**src/design/ql_cfg_pkg.sv**
```systemverilog
// Step values and dividers assume an 84 MHz clk_sys; other clocks need new constants
package ql_cfg_pkg;

	// ==================================================
	// Configuration selects
	// ==================================================

	// CPU bus speed, QL is the original 7.5 MHz 68008 pace
	typedef enum logic [1:0]
	{
		speed_ql,
		speed_16m,
		speed_24m,
		speed_full
	} cpu_speed_e;

	// RAM fitted, 4096k also turns on the (Super)GoldCard map
	typedef enum logic [1:0]
	{
		ram_128k,
		ram_640k,
		ram_896k,
		ram_4096k
	} ram_cfg_e;

	// ==================================================
	// Clock enables
	// ==================================================

	localparam int FRACT_WIDTH = 16;                          // Bus accumulator width

	// Step per clk_sys, tick rate = 84 MHz * step / 65536
	localparam logic [FRACT_WIDTH:0] FRACT_BUS_QL   = 17'd11702;  // ~15 MHz
	localparam logic [FRACT_WIDTH:0] FRACT_BUS_16   = 17'd24966;  // ~32 MHz
	localparam logic [FRACT_WIDTH:0] FRACT_BUS_24   = 17'd37449;  // 48 MHz
	localparam logic [FRACT_WIDTH:0] FRACT_BUS_FULL = 17'd65536;  // Carry every cycle

	localparam int unsigned DIV_131K = 640;                   // 131.25 kHz refresh and RTC tick
	localparam int unsigned DIV_VID  = 8;                     // 10.5 MHz pixel tick

	// Core reset length in ce_bus_p pulses
	localparam int unsigned RESET_HOLD = 4095;

	// ==================================================
	// Memory map
	// ==================================================

	localparam logic [23:0] MASK_256K = 24'h03ffff;           // 128k, wraps at 256 KB
	localparam logic [23:0] MASK_1M   = 24'h0fffff;           // 640k and 896k
	localparam logic [23:0] MASK_8M   = 24'h7fffff;           // 4 MB RAM plus GoldCard space

	// GoldCard register offsets within $1c0xx
	localparam logic [7:0] GC_SHADOW_ON_OFS  = 8'h60;         // glo_rena
	localparam logic [7:0] GC_SHADOW_OFF_OFS = 8'h64;         // glo_rdis

	localparam logic [15:0] FILL_WORD = 16'hffff;             // Unmapped reads float high

endpackage

```
**src/design/ql_bus_pkg.sv**
```systemverilog
// Cycle signals are active high here; the CPU wrapper inverts the 68000 strobes
package ql_bus_pkg;

	// ==================================================
	// CPU side
	// ==================================================

	// One 68000 bus cycle, held by the CPU until dtack
	typedef struct packed
	{
		logic        as;         // Address strobe
		logic        rw;         // 1 read, 0 write
		logic        uds;        // Upper byte, even address
		logic        lds;        // Lower byte, odd address
		logic [22:0] addr;       // A23..A1
		logic [15:0] wdata;
	} cpu_cycle_t;

	// Data returned by memories and peripherals outside the glue
	typedef struct packed
	{
		logic [15:0] sdram_dout;
		logic        sdram_dtack; // Low while the SDRAM stalls
		logic [15:0] ql_rom_dout; // OS plus extension ROM
		logic [15:0] gc_rom_dout; // GoldCard boot ROM
		logic [15:0] io_dout;     // ZX8302 and mouse read data
	} mem_rsp_t;

	// ==================================================
	// Memory side
	// ==================================================

	typedef struct packed
	{
		logic [23:0] sdram_addr;  // Word address
		logic        sdram_wr;
		logic        sdram_oe;
		logic        vram_wr;     // Screen RAM at $02xxxx
		logic        zx8302_sel;
		logic        sdram_uds;
		logic        sdram_lds;
	} mem_req_t;

	// Decoded view of the current cycle
	typedef struct packed
	{
		logic        rd;          // Valid read, some strobe set
		logic        wr;          // Valid write
		logic        ql_io;       // $18000-$1bfff
		logic        ram;         // Any RAM incl. GoldCard extras
		logic        rom;         // $00xxxx
		logic        os_rom;      // $0000-$bfff
		logic        ext_rom;     // $c000-$ffff
		logic        gc_io;       // $1c000-$1c0ff
		logic        gc_boot_rom; // $04xxxx
		logic        gc_os_rom;   // $40xxxx
		logic [23:0] addr;        // Masked byte address
	} region_t;

endpackage

```
**src/design/ql_clock_enables.sv**
```systemverilog
// Enables are one clk_sys wide; a speed change takes effect on the next accumulator step
module ql_clock_enables
(
	input  logic                   clk_sys,
	input  logic                   reset,
	input  ql_cfg_pkg::cpu_speed_e cpu_speed,
	output logic                   ce_bus_p,
	output logic                   ce_bus_n,
	output logic                   ce_131k,
	output logic                   ce_vid
);

	localparam int FW       = ql_cfg_pkg::FRACT_WIDTH;
	localparam int DIV131_W = $clog2(ql_cfg_pkg::DIV_131K);
	localparam int DIVVID_W = $clog2(ql_cfg_pkg::DIV_VID);

	logic [FW:0]         fract_step;
	logic [FW-1:0]       cnt_bus;     // Fractional accumulator
	logic                bus_tick;    // Carry out, one per bus phase
	logic                bus_pol;     // 0 next tick is p, 1 next is n
	logic [DIV131_W-1:0] div_131k;
	logic [DIVVID_W-1:0] div_vid;

	// Step select
	always_comb
	begin
		case (cpu_speed)
			ql_cfg_pkg::speed_ql:  fract_step = ql_cfg_pkg::FRACT_BUS_QL;
			ql_cfg_pkg::speed_16m: fract_step = ql_cfg_pkg::FRACT_BUS_16;
			ql_cfg_pkg::speed_24m: fract_step = ql_cfg_pkg::FRACT_BUS_24;
			default:               fract_step = ql_cfg_pkg::FRACT_BUS_FULL;
		endcase
	end

	// ==================================================
	// CPU bus phases
	// ==================================================
	always_ff @(posedge clk_sys)
	begin
		if (reset)
		begin
			cnt_bus  <= '0;
			bus_tick <= 1'b0;
			bus_pol  <= 1'b0;   // First tick goes to p
			ce_bus_p <= 1'b0;
			ce_bus_n <= 1'b0;
		end
		else
		begin
			{bus_tick, cnt_bus} <= {1'b0, cnt_bus} + fract_step;
			ce_bus_p <= bus_tick && !bus_pol;
			ce_bus_n <= bus_tick && bus_pol;
			bus_pol  <= bus_pol ^ bus_tick;   // Flip per tick
		end
	end

	// Integer dividers, tick on count zero
	always_ff @(posedge clk_sys)
	begin
		if (reset)
		begin
			div_131k <= '0;
			div_vid  <= '0;
			ce_131k  <= 1'b0;
			ce_vid   <= 1'b0;
		end
		else
		begin
			div_131k <= (div_131k == DIV131_W'(ql_cfg_pkg::DIV_131K - 1)) ?
			            '0 : div_131k + DIV131_W'(1);
			div_vid  <= (div_vid == DIVVID_W'(ql_cfg_pkg::DIV_VID - 1)) ?
			            '0 : div_vid + DIVVID_W'(1);
			ce_131k  <= (div_131k == '0);
			ce_vid   <= (div_vid == '0);
		end
	end

	// Slow tick lands on a pixel tick, both dividers start together
	a_div_align: assert property (@(posedge clk_sys) disable iff (reset)
		ce_131k |-> ce_vid);

endmodule

```
**src/design/ql_reset_ctrl.sv**
```systemverilog
// Hold time scales with CPU speed since it counts bus enables; RAM size needs a reset to change
module ql_reset_ctrl
(
	input  logic                 clk_sys,
	input  logic                 reset,
	input  logic                 ce_bus_p,
	input  ql_cfg_pkg::ram_cfg_e ram_cfg_sel,
	output logic                 core_reset,
	output ql_cfg_pkg::ram_cfg_e ram_cfg
);

	localparam int HOLD_W = $clog2(ql_cfg_pkg::RESET_HOLD + 1);

	logic [HOLD_W-1:0] hold_cnt;

	// Reload on reset, count down on phi1
	always_ff @(posedge clk_sys)
	begin
		if (reset)
			hold_cnt <= HOLD_W'(ql_cfg_pkg::RESET_HOLD);
		else if (ce_bus_p && hold_cnt != '0)
			hold_cnt <= hold_cnt - HOLD_W'(1);
	end

	assign core_reset = (hold_cnt != '0);

	// RAM size follows the menu only while the core is held
	always_ff @(posedge clk_sys)
	begin
		if (core_reset)
			ram_cfg <= ram_cfg_sel;
	end

	// Once released the core stays running until the next reset
	a_hold_done: assert property (@(posedge clk_sys)
		(!reset && !core_reset) |=> !core_reset);

endmodule

```
**src/design/ql_addr_decode.sv**
```systemverilog
// Pure combinational decode; outputs follow the cycle inputs and stay valid while they are held
module ql_addr_decode
(
	input  ql_bus_pkg::cpu_cycle_t cpu,
	input  ql_cfg_pkg::ram_cfg_e   ram_cfg,
	input  logic                   rom_shadow,
	output ql_bus_pkg::region_t    region,
	output ql_bus_pkg::mem_req_t   req
);

	logic        gc_en;          // (Super)GoldCard map
	logic [23:0] addr_mask;
	logic [23:0] addr;           // Masked byte address
	logic        cpu_rd;
	logic        cpu_wr;
	logic        bram;
	logic        xram;
	logic        gc_ram1;
	logic        gc_ram2;
	logic        gc_io;
	logic        rom;
	logic        ext_rom;
	logic        shadow_rd;
	logic        shadow_wr;

	assign gc_en = (ram_cfg == ql_cfg_pkg::ram_4096k);

	// Wrap per RAM size
	always_comb
	begin
		case (ram_cfg)
			ql_cfg_pkg::ram_128k: addr_mask = ql_cfg_pkg::MASK_256K;
			ql_cfg_pkg::ram_640k,
			ql_cfg_pkg::ram_896k: addr_mask = ql_cfg_pkg::MASK_1M;
			default:              addr_mask = ql_cfg_pkg::MASK_8M;
		endcase
	end

	// A0 rebuilt from the strobes, odd only for a lone low byte
	assign addr = {cpu.addr, !cpu.uds && cpu.lds} & addr_mask;

	assign cpu_rd = cpu.as &&  cpu.rw && (cpu.uds || cpu.lds);
	assign cpu_wr = cpu.as && !cpu.rw && (cpu.uds || cpu.lds);

	// ==================================================
	// Regions
	// ==================================================
	assign bram    = addr[23:17] == 7'h01;                           // $20000-$3ffff
	assign xram    = (ram_cfg == ql_cfg_pkg::ram_640k && addr[23:20] == 4'h0 && ^addr[19:18]) ||
	                 (ram_cfg == ql_cfg_pkg::ram_896k && addr[23:20] == 4'h0 && |addr[19:18]) ||
	                 (gc_en && addr[23:22] == 2'b00 && |addr[21:18]);  // Up to $3fffff
	assign gc_io   = gc_en && addr[23:8] == 16'h01c0;                // $1c000-$1c0ff
	assign gc_ram1 = gc_en && addr[23:15] == 9'h002;                 // $10000-$17fff
	assign gc_ram2 = gc_en && addr[23:14] == 10'h007 && !gc_io;      // $1c100-$1ffff
	assign rom     = addr[23:16] == 8'h00;
	assign ext_rom = addr[23:14] == 10'h003;                         // $c000-$ffff

	// Shadow RAM is filled while off and read back once on
	assign shadow_rd = cpu_rd && rom && !ext_rom && rom_shadow;
	assign shadow_wr = cpu_wr && rom && !ext_rom && !rom_shadow;

	always_comb
	begin
		region.rd          = cpu_rd;
		region.wr          = cpu_wr;
		region.ql_io       = addr[23:14] == 10'h006;                 // $18000-$1bfff
		region.ram         = bram || xram || gc_ram1 || gc_ram2;
		region.rom         = rom;
		region.os_rom      = rom && !ext_rom;
		region.ext_rom     = ext_rom;
		region.gc_io       = gc_io;
		region.gc_boot_rom = gc_en && addr[23:16] == 8'h04;
		region.gc_os_rom   = gc_en && addr[23:16] == 8'h40;
		region.addr        = addr;

		// Requests
		req.sdram_addr = {3'b000, addr[21:1]};                       // 4 MB of words
		req.sdram_wr   = cpu_wr && (region.ram || shadow_wr);
		req.sdram_oe   = cpu_rd && (region.ram || shadow_rd);
		req.vram_wr    = cpu_wr && addr[23:16] == 8'h02;
		req.zx8302_sel = (cpu_rd || cpu_wr) && region.ql_io && !addr[6];
		req.sdram_uds  = cpu.uds;
		req.sdram_lds  = cpu.lds;
	end

endmodule

```
**src/design/ql_io_regs.sv**
```systemverilog
// Registers are write only; a held write cycle just reloads the same value each clock
module ql_io_regs
(
	input  logic                   clk_sys,
	input  logic                   reset,
	input  ql_bus_pkg::region_t    region,
	input  ql_bus_pkg::cpu_cycle_t cpu,
	output logic                   rom_shadow,
	output logic [7:0]             mc_stat
);

	logic gc_reg_wr;    // Upper byte write into GoldCard I/O
	logic vid_reg_wr;   // ZX8301 control at $18063

	assign gc_reg_wr  = region.gc_io && region.wr && cpu.uds && !cpu.lds;
	assign vid_reg_wr = region.ql_io && region.wr && cpu.lds &&
	                    {region.addr[6:5], region.addr[1]} == 3'b111;

	// ==================================================
	// GoldCard shadow RAM switch
	// ==================================================
	always_ff @(posedge clk_sys)
	begin
		if (reset)
			rom_shadow <= 1'b0;   // Boot ROM mapping
		else if (gc_reg_wr)
		begin
			if (region.addr[7:0] == ql_cfg_pkg::GC_SHADOW_ON_OFS)
				rom_shadow <= 1'b1;
			else if (region.addr[7:0] == ql_cfg_pkg::GC_SHADOW_OFF_OFS)
				rom_shadow <= 1'b0;
		end
	end

	// Display mode, screen bank and blank bits
	always_ff @(posedge clk_sys)
	begin
		if (reset)
			mc_stat <= 8'h00;
		else if (vid_reg_wr)
			mc_stat <= cpu.wdata[7:0];   // Low byte lane
	end

endmodule

```
**src/design/ql_data_mux.sv**
```systemverilog
// Read data is valid only for the decoded region; dtack stays high outside RAM and shadow cycles
module ql_data_mux
(
	input  ql_bus_pkg::region_t  region,
	input  logic                 rom_shadow,
	input  ql_cfg_pkg::ram_cfg_e ram_cfg,
	input  ql_bus_pkg::mem_rsp_t mem,
	output logic [15:0]          cpu_din,
	output logic                 cpu_dtack
);

	logic        gc_en;
	logic        shadow_rd;
	logic        shadow_wr;
	logic [15:0] ql_dout;          // Plain QL map
	logic [15:0] gc_dout_boot;     // GoldCard, shadow off
	logic [15:0] gc_dout_shadow;   // GoldCard, shadow on

	assign gc_en     = (ram_cfg == ql_cfg_pkg::ram_4096k);
	assign shadow_rd = region.rd && region.os_rom && rom_shadow;
	assign shadow_wr = region.wr && region.os_rom && !rom_shadow;

	// ==================================================
	// Read data per map
	// ==================================================
	always_comb
	begin
		if (region.rom)
			ql_dout = mem.ql_rom_dout;          // OS and extension ROM
		else if (region.ram)
			ql_dout = mem.sdram_dout;
		else
			ql_dout = ql_cfg_pkg::FILL_WORD;

		if (region.rom || region.gc_boot_rom)
			gc_dout_boot = mem.gc_rom_dout;     // Both boot ROM copies
		else if (region.gc_os_rom)
			gc_dout_boot = mem.ql_rom_dout;     // Original OS moved up
		else if (region.ram)
			gc_dout_boot = mem.sdram_dout;
		else
			gc_dout_boot = ql_cfg_pkg::FILL_WORD;

		if (region.os_rom)
			gc_dout_shadow = mem.sdram_dout;    // OS copy now in RAM
		else if (region.ext_rom || region.gc_os_rom)
			gc_dout_shadow = mem.ql_rom_dout;
		else if (region.ram)
			gc_dout_shadow = mem.sdram_dout;
		else
			gc_dout_shadow = ql_cfg_pkg::FILL_WORD;
	end

	// I/O is mapped in every mode
	always_comb
	begin
		if (region.ql_io)
			cpu_din = mem.io_dout;
		else if (gc_en)
			cpu_din = rom_shadow ? gc_dout_shadow : gc_dout_boot;
		else
			cpu_din = ql_dout;
	end

	// SDRAM cycles wait for the controller, all else acks at once
	always_comb
	begin
		if (shadow_rd || shadow_wr || region.ram)
			cpu_dtack = mem.sdram_dtack;
		else
			cpu_dtack = 1'b1;
	end

endmodule

```
**src/design/ql_bus_glue.sv**
```systemverilog
// Memories, CPU and peripherals sit outside; their data comes in on mem and requests leave on req
module ql_bus_glue
(
	input  logic                   clk_sys,
	input  logic                   reset,
	input  ql_cfg_pkg::cpu_speed_e cpu_speed,
	input  ql_cfg_pkg::ram_cfg_e   ram_cfg_sel,
	input  ql_bus_pkg::cpu_cycle_t cpu,
	input  ql_bus_pkg::mem_rsp_t   mem,
	output logic                   core_reset,
	output logic                   ce_bus_p,
	output logic                   ce_bus_n,
	output logic                   ce_131k,
	output logic                   ce_vid,
	output logic [15:0]            cpu_din,
	output logic                   cpu_dtack,
	output ql_bus_pkg::mem_req_t   req,
	output logic [7:0]             mc_stat
);

	ql_cfg_pkg::ram_cfg_e ram_cfg;       // Latched at reset
	ql_bus_pkg::region_t  region;
	logic                 rom_shadow;

	// ==================================================
	// Clocking and reset
	// ==================================================
	ql_clock_enables ql_clock_enables_i
	(
		.clk_sys   ( clk_sys   ),
		.reset     ( reset     ),
		.cpu_speed ( cpu_speed ),
		.ce_bus_p  ( ce_bus_p  ),
		.ce_bus_n  ( ce_bus_n  ),
		.ce_131k   ( ce_131k   ),
		.ce_vid    ( ce_vid    )
	);

	ql_reset_ctrl ql_reset_ctrl_i
	(
		.clk_sys     ( clk_sys     ),
		.reset       ( reset       ),
		.ce_bus_p    ( ce_bus_p    ),
		.ram_cfg_sel ( ram_cfg_sel ),
		.core_reset  ( core_reset  ),
		.ram_cfg     ( ram_cfg     )
	);

	// Bus path
	ql_addr_decode ql_addr_decode_i
	(
		.cpu        ( cpu        ),
		.ram_cfg    ( ram_cfg    ),
		.rom_shadow ( rom_shadow ),
		.region     ( region     ),
		.req        ( req        )
	);

	ql_io_regs ql_io_regs_i
	(
		.clk_sys    ( clk_sys    ),
		.reset      ( reset      ),
		.region     ( region     ),
		.cpu        ( cpu        ),
		.rom_shadow ( rom_shadow ),
		.mc_stat    ( mc_stat    )
	);

	ql_data_mux ql_data_mux_i
	(
		.region     ( region     ),
		.rom_shadow ( rom_shadow ),
		.ram_cfg    ( ram_cfg    ),
		.mem        ( mem        ),
		.cpu_din    ( cpu_din    ),
		.cpu_dtack  ( cpu_dtack  )
	);

endmodule

```
**config.mk**
```make
export PLATFORM = sky130hd
export DESIGN_NAME = ql_bus_glue
export DESIGN_NICKNAME = d
export VERILOG_FILES = /design/src/design/ql_cfg_pkg.sv /design/src/design/ql_bus_pkg.sv /design/src/design/ql_clock_enables.sv /design/src/design/ql_reset_ctrl.sv /design/src/design/ql_addr_decode.sv /design/src/design/ql_io_regs.sv /design/src/design/ql_data_mux.sv /design/src/design/ql_bus_glue.sv
export SDC_FILE = /design/constraint.sdc
export NUM_CORES = 1
export LEC_CHECK = 0
export BUFFER_PORTS_ARGS = -buffer_cell sky130_fd_sc_hd__buf_2
export CAP_MARGIN = 30
export CORE_ASPECT_RATIO = 1.2
export CORE_MARGIN = 4
export CORE_UTILIZATION = 32
export DETAILED_ROUTE_END_ITERATION = 8
export GPL_TIMING_DRIVEN = 0
export PLACE_DENSITY = 0.6
export SLEW_MARGIN = 20
export SYNTH_ARGS = -nofsm -noshare
export SYNTH_HDL_FRONTEND = slang
export SYNTH_SLANG_ARGS = --single-unit
```
**constraint.sdc**
```tcl
create_clock -name clk_sys -period 3.81 [get_ports clk_sys]
set_input_delay 0 -clock clk_sys [delete_from_list [all_inputs] [get_ports clk_sys]]
set_output_delay 0 -clock clk_sys [all_outputs]
set_load 0.03 [all_outputs]
```
Word-level counts from Yosys, hierarchy flattened
Index checks and enable logic that the tools add are counted.
W data, S select, Z words.

word-level totals
  bits in registers = 58
  input bits = 114
  output and inout bits = 60
  word-level logic and storage cells = 131

operators by class
  $add $sub $neg = 4
  equality and inequality tests = 19
  multiplexer cells = 14
  bitwise logic cells = 2
  reductions and logical operators = 79

operators by type and width
  cell                     number
  $mux W16                 9
  $pmux W17 S3             1
  $pmux W23 S2             1
  $logic_and A1 B1 Y1      42
  $and A24 B23 Y24         1
  $eq A8 B7 Y1 const B     3
  $eq A10 B3 Y1 const B    2
  $add A16 B17 Y17         1
  $eq A16 B9 Y1 const B    1
  $logic_or A1 B1 Y1       13
  $reduce_bool A12 Y1      1
  $sub A12 B1 Y12 const B  1
  $add A10 B1 Y10 const B  1
  $eq A10 B10 Y1 const B   1
  $eq A10 B2 Y1 const B    1
  $logic_not A10 Y1        1
  $eq A9 B2 Y1 const B     1
  $eq A8 B2 Y1 const B     1
  $eq A8 B3 Y1 const B     1
  $logic_not A1 Y1         8
  $logic_not A8 Y1         1
  $reduce_or A2 Y1         4
  $eq A7 B1 Y1 const B     1
  $eq A2 B2 Y1 const B     3
  12 further kinds         18

Logic depth before layout (Yosys ltp)
Gate-level depths: netlist (run 1).

  depth after elaboration = 18
  gate-level depth with buffers = 11
  gate-level depth less buffers = 11

Cells and area by module
Synthesis (run 1) repeated with hierarchy kept, for this count alone.

unflattened totals
  cells, all modules = 660
  area, all modules = 5253.8 µm²

by module, submodules not included
  module            instances  cells each  area each (µm²)  seq. area each (µm²)
  ql_clock_enables  1          217         1986.9           700.7
  ql_data_mux       1          214         1462.7           0.0
  ql_addr_decode    1          108         728.2            0.0
  ql_reset_ctrl     1          76          688.2            300.3
  ql_io_regs        1          45          387.9            180.2

Worst setup path before layout (run 1)
Ideal clock, no wire load.

  path kind = register -> output
  from = register ql_reset_ctrl_i.ram_cfg[0]
  to = output req[4] (netlist name)
  data arrival time = 2770 ps
  required time = 3810 ps
  slack = 1040 ps
  stages on the path, launching flop included = 10
  buffers on the path = 3
  cells stage by stage = edfxtp_1 buf_2 o21ai_0 ha_1 clkbuf_1 clkbuf_1 nand2_1 nor2_1 nand3_1 a211oi_1

RTL lines
  element                 RTL line             source
  from (decl)             ql_reset_ctrl.sv:9   output ql_cfg_pkg::ram_cfg_e ram_cfg
  from (signal assigned)  ql_reset_ctrl.sv:31  ram_cfg <= ram_cfg_sel;
  to (decl)               ql_bus_glue.sv:17    output ql_bus_pkg::mem_req_t req,

Worst setup path in the final report (run 1)
  from = register ql_reset_ctrl_i.ram_cfg[0]
  to = output cpu_din[11]

on the way
  cells in the longest elaborated chain, start to end = 18
  elaborated cells on any way between the ends = 52
  classes of those cells = eq/ne (11); mux (10); bitwise (1); reduce/logical (30)

RTL lines
  element                                                      RTL line                                                          source
  $eq A2 B2 Y1 or $eq A2 B1 Y1 (tied branches)                 ql_addr_decode.sv:31, ql_addr_decode.sv:50, ql_addr_decode.sv:49
  $reduce_or A2 Y1                                             ql_addr_decode.sv:31                                              case (ram_cfg)
  $pmux W23 S2                                                 ql_addr_decode.sv:31
  $and A24 B23 Y24                                             ql_addr_decode.sv:40                                              assign addr = {cpu.addr, !cpu.uds && cpu.lds} & addr_mask;
  $logic_not A4 Y1                                             ql_addr_decode.sv:49, ql_addr_decode.sv:50
  $logic_and A1 B1 Y1, on equally long branches (2 in series)  ql_addr_decode.sv:49, ql_addr_decode.sv:50
  $logic_or A1 B1 Y1                                           ql_addr_decode.sv:49                                              assign xram = (ram_cfg == ql_cfg_pkg::ram_640k && addr[23:20] == 4'h0 && ^addr[19:18]) ||
  $logic_or A1 B1 Y1                                           ql_addr_decode.sv:50                                              (ram_cfg == ql_cfg_pkg::ram_896k && addr[23:20] == 4'h0 && |addr[19:18]) ||
  $logic_or A1 B1 Y1 (3 in series)                             ql_addr_decode.sv:67                                              region.ram = bram || xram || gc_ram1 || gc_ram2;
  $mux W16                                                     ql_data_mux.sv:30, ql_data_mux.sv:39, ql_data_mux.sv:48
  $mux W16, on equally long branches                           ql_data_mux.sv:37, ql_data_mux.sv:46
  $mux W16, on equally long branches                           ql_data_mux.sv:35, ql_data_mux.sv:44
  $mux W16                                                     ql_data_mux.sv:60                                                 cpu_din = rom_shadow ? gc_dout_shadow : gc_dout_boot;
  $mux W16                                                     ql_data_mux.sv:59                                                 else if (gc_en)
  $mux W16 (*)                                                 ql_data_mux.sv:57                                                 if (region.ql_io)
  to (decl)                                                    ql_bus_glue.sv:15                                                 output logic [15:0] cpu_din,

Mark *: on every way between the ends. The rest lies on a longest branch, timed or not.

==> results of run 1 <==
==> where the power goes <==
group	switching [mW]	internal [mW]	total, mW
logic	0.428	0.296	0.724
registers	0.0243	0.664	0.688
clock network	0.267	0.623	0.890
total	0.719	1.58	2.30
==> what timing repair did <==
action                     in CTS  in global routing
hold endpoints to repair       12                  0
hold buffers                   12                  0
gates resized for setup         1                  4
setup endpoints to repair       1                 15
cloned                          0                  0
==> path summary, 6_finish.rpt <==
kind | startpoint | endpoint | slack, ps | depth (start not counted)
setup / recovery | ql_reset_ctrl_i.ram_cfg[0] | cpu_din[11] | 370 | 10
hold / removal | cpu_speed[0] | ql_clock_enables_i.bus_tick | 130 | 4
setup reg to reg | ql_reset_ctrl_i.ram_cfg[0] | ql_io_regs_i.mc_stat[6] | 830 | 10
hold reg to reg | ql_clock_enables_i.div_vid[2] | ql_clock_enables_i.ce_vid | 430 | 1
==> registers in the layout, summed over array words and instances (netlist names) <==
name                         flops
ql_clock_enables_i.cnt_bus      16
ql_clock_enables_i.ce_bus_p      1
ql_clock_enables_i.bus_pol       1
ql_clock_enables_i.bus_tick      1
ql_reset_ctrl_i.hold_cnt        12
ql_io_regs_i.rom_shadow          1
ql_clock_enables_i.ce_131k       1
ql_reset_ctrl_i.ram_cfg          2
ql_clock_enables_i.div_vid       3
ql_io_regs_i.mc_stat             8
ql_clock_enables_i.div_131k     10
ql_clock_enables_i.ce_bus_n      1
ql_clock_enables_i.ce_vid        1
==> Yosys cell counts (7+ instances only) <==
cell | number | area (um^2)
inv_1 | 23 | 86.3
nor2b_1 | 9 | 56.3
nand2b_1 | 7 | 43.8
nand3_1 | 15 | 75.1
nor4_1 | 9 | 56.3
o32a_1 | 12 | 120
ha_1 | 26 | 325
nor2_1 | 85 | 319
clkbuf_1 | 31 | 116
o221ai_1 | 24 | 210
a221oi_1 | 10 | 87.6
nand4_1 | 8 | 50.1
nand2_1 | 53 | 199
mux2i_1 | 8 | 80.1
a21o_1 | 27 | 203
dfxtp_1 | 56 | 1120
a21oi_1 | 10 | 50.1
a211o_1 | 18 | 158
buf_4 | 22 | 165
xnor2_1 | 10 | 87.6
o21ai_0 | 38 | 190
nor3_1 | 22 | 110
xor2_1 | 14 | 123
==> metal layers <==
metal	part of all wire (%)	vias to the layer above	global-route usage [%]
met3	6.5	26	3.41
met5	0	-	0
met4	2.1	0	6.74
met1	42	2515	21.1
li1	-	2687	-
met2	49	214	32.9
==> cell type report <==
| type | count | area (um^2) |
|---|---|---|
| tap | 204 | 255 |
| inverter | 23 | 86.3 |
| clock buffer | 12 | 267 |
| timing repair buffer | 172 | 921 |
| multi-input combinational | 493 | 3280 |
| clock inverter | 4 | 72.6 |
| fill | 1628 | 8560 |
| sequential | 58 | 1180 |
| buffer | 61 | 344 |
==> worst max-delay path, stage by stage, from the launching register on <==
cell and delay [ps]:
edfxtp_1 450, buf_2 210, o21ai_0 310, ha_1 260, nor2b_1 370, nand3_1 170, nand2_1 270, a221oi_1 150
a2111oi_0 510, a221o_1 220, buf_2 190
==> cells by family after synthesis <==
family	after synthesis	synth area share, %
buf+inv	84	8.75
mux	9	1.87
other cells	1	0.0769
simple gates	252	25.5
fa+ha+maj	27	7.08
flops	58	24.2
xor+xnor	24	4.31
compound gates	178	28.2
==> per-stage QoR <==
step,std cells,setup slack [ps],power [mW],hold WS [ps]
2_1_floorplan,635,1040,1.20,98.9
3_3_place_gp,999,191,1.41,180
3_5_place_dp,999,251,1.41,179
4_1_cts,1027,74.3,2.33,121
5_1_grt,1027,159,2.43,160
6_report,1027,371,2.30,128
==> layout by cell type (no fill, tap or decap), types with 7 or more instances in the layout <==
master           n
buf_2          165
o221ai_1        24
nand3_1         15
nor2_1          85
nand2b_1         7
clkbuf_16        9
buf_4           22
nand4_1          8
ha_1            26
a21o_1          27
clkbuf_1        28
a211o_1         18
a221oi_1        10
o21ai_0         38
nor3_1          22
xor2_1          14
dfxtp_1         56
o32a_1          12
xnor2_1         10
mux2i_1          8
nor2b_1          9
nand2_1         53
inv_1           23
nor4_1           9
dlygate4sd3_1   12
a21oi_1         10
==> results.md, run 1 <==
Global routing:
- The global routing usage summed across all routing layers is between 10% and 20%.
- The initial antenna violation count is 0.
- The first-pass GRT wire length is 25300 um.
- Entering global routing, the biggest net connects 11 pins.
- The total overflow reported by the global router is 0.
- The via count of the first global-routing pass is 5108.

Clock tree:
- Clock-pin slew was measured on the worst setup and hold paths at 50 ps.
- The clock tree synthesis step divided the H-tree into 3 levels.
- For the worst-skew pair, the clock arrives at the later sink with an insertion delay of between 300 and 400 ps.
- The clock root buffer is clkbuf_16.
- TritonCTS created 9 clock buffers.
- The clock tree from TritonCTS is done.
- The maximum root-to-sink buffer count is 2.
- The clock drives 58 sinks.
- After clock tree synthesis, the setup repair step added 0 buffers.

Layout:
- The share of final-layout standard cells stronger than drive strength 1 is about 27%.
- The repair_antennas step left the layout with diodes totalling 0.
- The area growth from synthesis to final layout is 31.3%.
- Measured on the finished design, the core utilization comes to 42.8%.
- The number of nets at the end of the flow is 959.
- The post-route cell area is roughly 0.0064 mm^2.

Routing:
- Dividing the detail-routed wire length by the instance count gives 15.8 um.
- The number of nets with antenna violations after detailed routing is 0.
- For this block, the initial DRC count from the detailed router was 485.
- For this run, design rule violations remaining after detail routing come to 0.
- The average vias per placed instance is roughly 5.3.
- The iteration count of the initial detailed-routing pass is 5.
- The overall routed net length is between 15000 and 20000 um.
- The routed layout has about 5400 vias.

Timing:
- In this run the tightest slew margin relative to its limit is 55.3%.
- Setup repair after global routing left no endpoint under its margin.
- The achievable frequency is roughly 290 MHz.
- The final hold violation count was 0.
- The number of max-slew violations in the final report was 0.
- For the pin with the worst max-slew slack, the measured transition is 664 ps.
- The worst path uses between 90% and 100% of the clock period.
- For the finished layout, the period the worst path requires is 3440 ps.
- The setup-violating endpoint count in the final report is 0.
- The total negative slack for setup checks is 0 ps.
- The setup skew after layout is between 9 and 10 ps.

Yosys:
- The cell count after synthesis came out at 633.
- The netlist uses 71 different library cells.
- Yosys printed 0 warnings.
- Of the synthesized area, sequential elements account for 24.2%.
- The synthesized design contains 2 enable-type register cells.
- The dominant synthesized flop cell is dfxtp_1.
- The average instance in the mapped netlist occupies about 7.7 um^2.
- After synthesis, the share of flip-flops with an asynchronous set or reset is 0%.
- The flip-flop and latch count after synthesis is 58.
- In this run the cell area of the synthesized design comes to 0.00488 mm^2.

Placement:
- After detailed placement, the total cell area comes to between 0.005 and 0.006 mm^2.
- Routability-driven placement finished with a final weighted congestion of about 0.86.
- Summed over all nets, the half-perimeter wirelength after detailed placement is 12800 um.
- The count of buffers from port buffering is 160.

Job:
- Max-cap violations in this run came to 0.

Worst setup path:
- The required time of the worst setup path is 3810 ps.
- Data on the critical path arrives at its endpoint at 3440 ps.
- The startpoint-to-endpoint class of the critical path is reg -> out.
- The kind of end point of the critical path is an output pin.
- Of all nets on the critical path, the largest fanout is 10.
- The worst setup path is launched from a register.

Power:
- The reported leakage power is about 3.0 nW.
- IR analysis of the VDD net gives a maximum drop of 0.000318 V.
- In this run the power density over the cells is between 300 and 400 mW/mm^2.

Outcome:
- The flow ran to the end, and the final reports show no timing, DRC or antenna violations.

Floorplan:
- From left edge to right edge, the die measures 121 um.
- The floorplan has between 40 and 50 rows.
- Pin placement for this block handled 174 I/O pins.
- The starting utilization of the core area is 32.6%.
- The floorplan step defined a core boundary enclosing approximately 0.015 mm^2.
- The die is 143 um tall.
- The area of the die is 0.0173 mm^2.

Worst hold path:
- In this run the worst hold path is classified as in -> reg.
Note: power is estimated with default switching activity, not from simulation.
==> run 2: changes to the inputs <==
- CORE_UTILIZATION: 32 -> 51
- PLACE_DENSITY: 0.6 -> 0.86
==> results.md, run 2 (synthesis gave the netlist of run 1 again) <==
Routing:
- The iteration count of the initial detailed-routing pass is 5 (unchanged).
- The number of nets with antenna violations after detailed routing was 0 (unchanged).
- The overall routed net length is 16100 um (was 16300 um).
- The DRC marker count from the first detailed-route iteration came to 291 (was 485).
- The average vias per placed instance was 6.02 (was 5.30).
- The routed length per placed instance was 17.1 um (was 15.8 um).
- The number of remaining DRC errors came to 0 (unchanged).
- The count of vias placed by the detailed router is 5675 (was 5442).

Timing:
- Setup repair after global routing missed its margin: no (unchanged).
- The worst max-slew margin expressed relative to the limit is 56.3% (was 55.3%).
- The total negative slack for setup checks came to 0 ps (unchanged).
- The time the final worst path needs with I/O delays and setup is 3500 ps (was 3440 ps).
- The number of max-slew violations in the final report is 0 (unchanged).
- The setup-violating endpoint count in the final report was 0 (unchanged).
- The final period utilization is 91.8% (was 90.3%).
- The final hold violation count is 0 (unchanged).
- The worst hold slack is 133 ps (was 128 ps).
- The measured slew at the worst slew-check pin came to 649 ps (was 664 ps).
- The achievable frequency was 286 MHz (was 291 MHz).
- The post-route worst setup slack is 314 ps (was 371 ps).
- The setup skew after layout was 11.8 ps (was 9.16 ps).

Global routing:
- The met2 capacity usage during global routing is 52.9% (was 32.9%).
- The layer with the highest usage was met2 (unchanged).
- The global routing usage summed across all routing layers is 28.1% (was 18.1%).
- The via count of the first global-routing pass was 5637 (was 5108).
- The initial antenna violation count is 1 (was 0).
- The pin count of the biggest net entering global routing is 11 (unchanged).
- The total overflow reported by the global router is 0 (unchanged).
- The global routing usage on met3 was 6.49% (was 3.41%).
- The first-pass GRT wire length was 25900 um (was 25300 um).
- The met1 track demand over resource is 29.4% (was 21.1%).

Layout:
- Registers with the most flip-flops: ql_clock_enables_i.cnt_bus (16), ql_reset_ctrl_i.hold_cnt (12), ql_clock_enables_i.div_131k (10) (unchanged).
- The number of nets at the end of the flow is 959 (unchanged).
- The count of non-filler cells in the finished layout is 943 (was 1027).
- The post-route cell area came to 0.00621 mm^2 (was 0.00640 mm^2).
- Top library cells by usage in the layout, fill and taps aside: buf_2 (165), nor2_1 (85), dfxtp_1 (56), nand2_1 (53), o21ai_0 (38) (unchanged).
- The area growth from synthesis to final layout is 27.3% (was 31.3%).
- The antenna diode count is 0 (unchanged).
- The flip-flop count of the largest register after layout is 16 (unchanged).
- The commonest non-fill, non-tap cell in the layout is buf_2 (unchanged).
- The register bank with the most flops is ql_clock_enables_i.cnt_bus (unchanged).
- The share of final-layout standard cells stronger than drive strength 1 came to 27.1% (unchanged).

Clock tree:
- The clock tree from TritonCTS is done (unchanged).
- The maximum root-to-sink buffer count came to 2 (unchanged).
- The post-CTS setup buffer count is 0 (unchanged).
- The number of sinks on the clock net is 58 (unchanged).
- The insertion delay of the later-clocked pin in the worst-skew pair is 350 ps (was 330 ps).
- The clock root buffer is clkbuf_8 (was clkbuf_16).
- The CTS H-tree depth came to 3 (unchanged).
- The TritonCTS buffer count is 9 (unchanged).
- The clock-pin slew on the worst setup and hold paths is 70 ps (was 50 ps).

Floorplan:
- The area inside the core boundary is 0.00918 mm^2 (was 0.0150 mm^2).
- The starting utilization of the core area is 53.1% (was 32.6%).
- The die boundary height is 115 um (was 143 um).
- The area of the die was 0.0112 mm^2 (was 0.0173 mm^2).
- The width of the die is 97.3 um (was 121 um).
- The floorplan row count is 38 (was 49).
- The number of placed I/O pins came to 174 (unchanged).

Power:
- The total power per unit cell area is 341 mW/mm^2 (was 360 mW/mm^2).
- The switching part of the total power is 33.7% (was 31.2%).
- The combinational share of power is 34.9% (was 31.4%).
- The reported leakage power is 2.94 nW (was 2.98 nW).
- The net switching power came to 0.712 mW (was 0.719 mW).
- The sequential power share is 32.6% (was 29.9%).
- The peak ir drop on the vdd network is 0.000326 V (was 0.000318 V).
- The part of the total power dissipated in the clock network was 32.5% (was 38.6%).
- The internal power is 1.40 mW (was 1.58 mW).

Job:
- The number of max-capacitance violations reported was 0 (unchanged).

Placement:
- The minimum setup slack after placement is 443 ps (was 251 ps).
- The cell total after placement is 915 (was 999).
- The final weighted congestion of routability-driven global placement was 0.951 (was 0.863).
- The placed wire-length estimate is 12400 um (was 12800 um).
- The post-detailed-placement cell area is 0.00583 mm^2 (was 0.00594 mm^2).
- The count of buffers from port buffering is 160 (unchanged).

Worst hold path:
- The critical hold path startpoint is cpu_speed[0] (unchanged).
- The type of the worst min-delay path is in -> reg (unchanged).
- The endpoint with the worst hold slack is ql_clock_enables_i.bus_tick (unchanged).
- The number of instances on the worst hold path came to 4 (unchanged).

Worst setup path:
- The cell count of the worst reg-to-reg path was 10 (unchanged).
- The kind of end point of the critical path is an output pin (unchanged).
- The setup slack on the worst flop-to-flop path was 820 ps (was 830 ps).
- The end of the worst register-to-register path is ql_io_regs_i.mc_stat[1] (was ql_io_regs_i.mc_stat[6]).
- The critical register-to-register path startpoint is ql_reset_ctrl_i.ram_cfg[0] (unchanged).
- The kind of start point of the critical path is a register (unchanged).
- The peak fanout along the critical path is 10 (unchanged).
- The required time of the worst setup path is 3810 ps (about the same).
- The data arrival time of the critical path is 3500 ps (was 3440 ps).
- The startpoint-to-endpoint class of the critical path is reg -> out (unchanged).

Outcome:
- Outcome: finished, final reports clean (unchanged).
run 2: changes by cell type in the layout (fill, tap and decap cells not counted), sizes merged:
cell / change
clkbuf: +1
clkinvlp: -1
run 2: timing repair:
action / 4_1_cts / 5_1_grt
hold buffers: 12 / 0
hold endpoints to repair: 15 / 0
gates resized for setup: 0 / 7
setup endpoints to repair: 0 / 15
run 2: worst max-delay path by stage:
| stage | from | endpoint | slack [ps] | depth (start not counted) |
|---|---|---|---|---|
| final | ql_reset_ctrl_i.ram_cfg[0] | cpu_din[0] | 310 | 12 |
| after detailed placement | ql_reset_ctrl_i.ram_cfg[0] | cpu_din[14] | 440 | 12 |
| after global placement | ql_reset_ctrl_i.ram_cfg[0] | cpu_din[14] | 520 | 12 |
| after floorplan | ql_reset_ctrl_i.ram_cfg[0] | req[4] | 1040 | 9 |
| after global routing | ql_reset_ctrl_i.ram_cfg[0] | cpu_din[0] | 60 | 12 |
| after CTS | ql_reset_ctrl_i.ram_cfg[0] | cpu_din[14] | 50 | 12 |
run 2: area by class of cell:
| class | instances | area [um^2] |
|---|---|---|
| Clock inverter | 3 | 68.8 |
| Tap cell | 120 | 150 |
| Fill cell | 759 | 2970 |
| Inverter | 23 | 86.3 |
| Buffer | 61 | 344 |
| Multi-Input combinational cell | 493 | 3280 |
| Clock buffer | 13 | 179 |
| Sequential cell | 58 | 1180 |
| Timing Repair Buffer | 172 | 921 |
run 2: metal layers:
metal | routed length, um | vias up
li1 | - | 2698
met1 | 5710 | 2601
met2 | 8310 | 314
met3 | 1480 | 60
met4 | 575 | 2
met5 | 13 | -
run 2: per-stage QoR:
step,power (mW),utilization [%]
after CTS,2.12,67.6
final,2.11,67.6
after global routing,2.22,67.6
after detailed placement,1.41,63.6
after global placement,1.38,63.6
after floorplan,1.20,-
run 2: power by group through the flow:
stage / registers, mW / clock network, mW / logic (mW)
after floorplan: 0.701 / 0 / 0.495
after global placement: 0.699 / 0 / 0.685
after detailed placement: 0.701 / 0 / 0.710
after CTS: 0.689 / 0.703 / 0.727
after global routing: 0.693 / 0.722 / 0.807
final: 0.689 / 0.687 / 0.737
run 2: critical path, cell delays in order (launching register included):
cell and delay [ps]:
edfxtp_1 460, buf_2 210, o21ai_0 300, ha_1 250
clkbuf_2 230, clkbuf_2 230, nand4_1 170, a32oi_1 250
a21oi_1 120, clkbuf_1 310, o221ai_1 250, a21o_1 150
buf_2 200
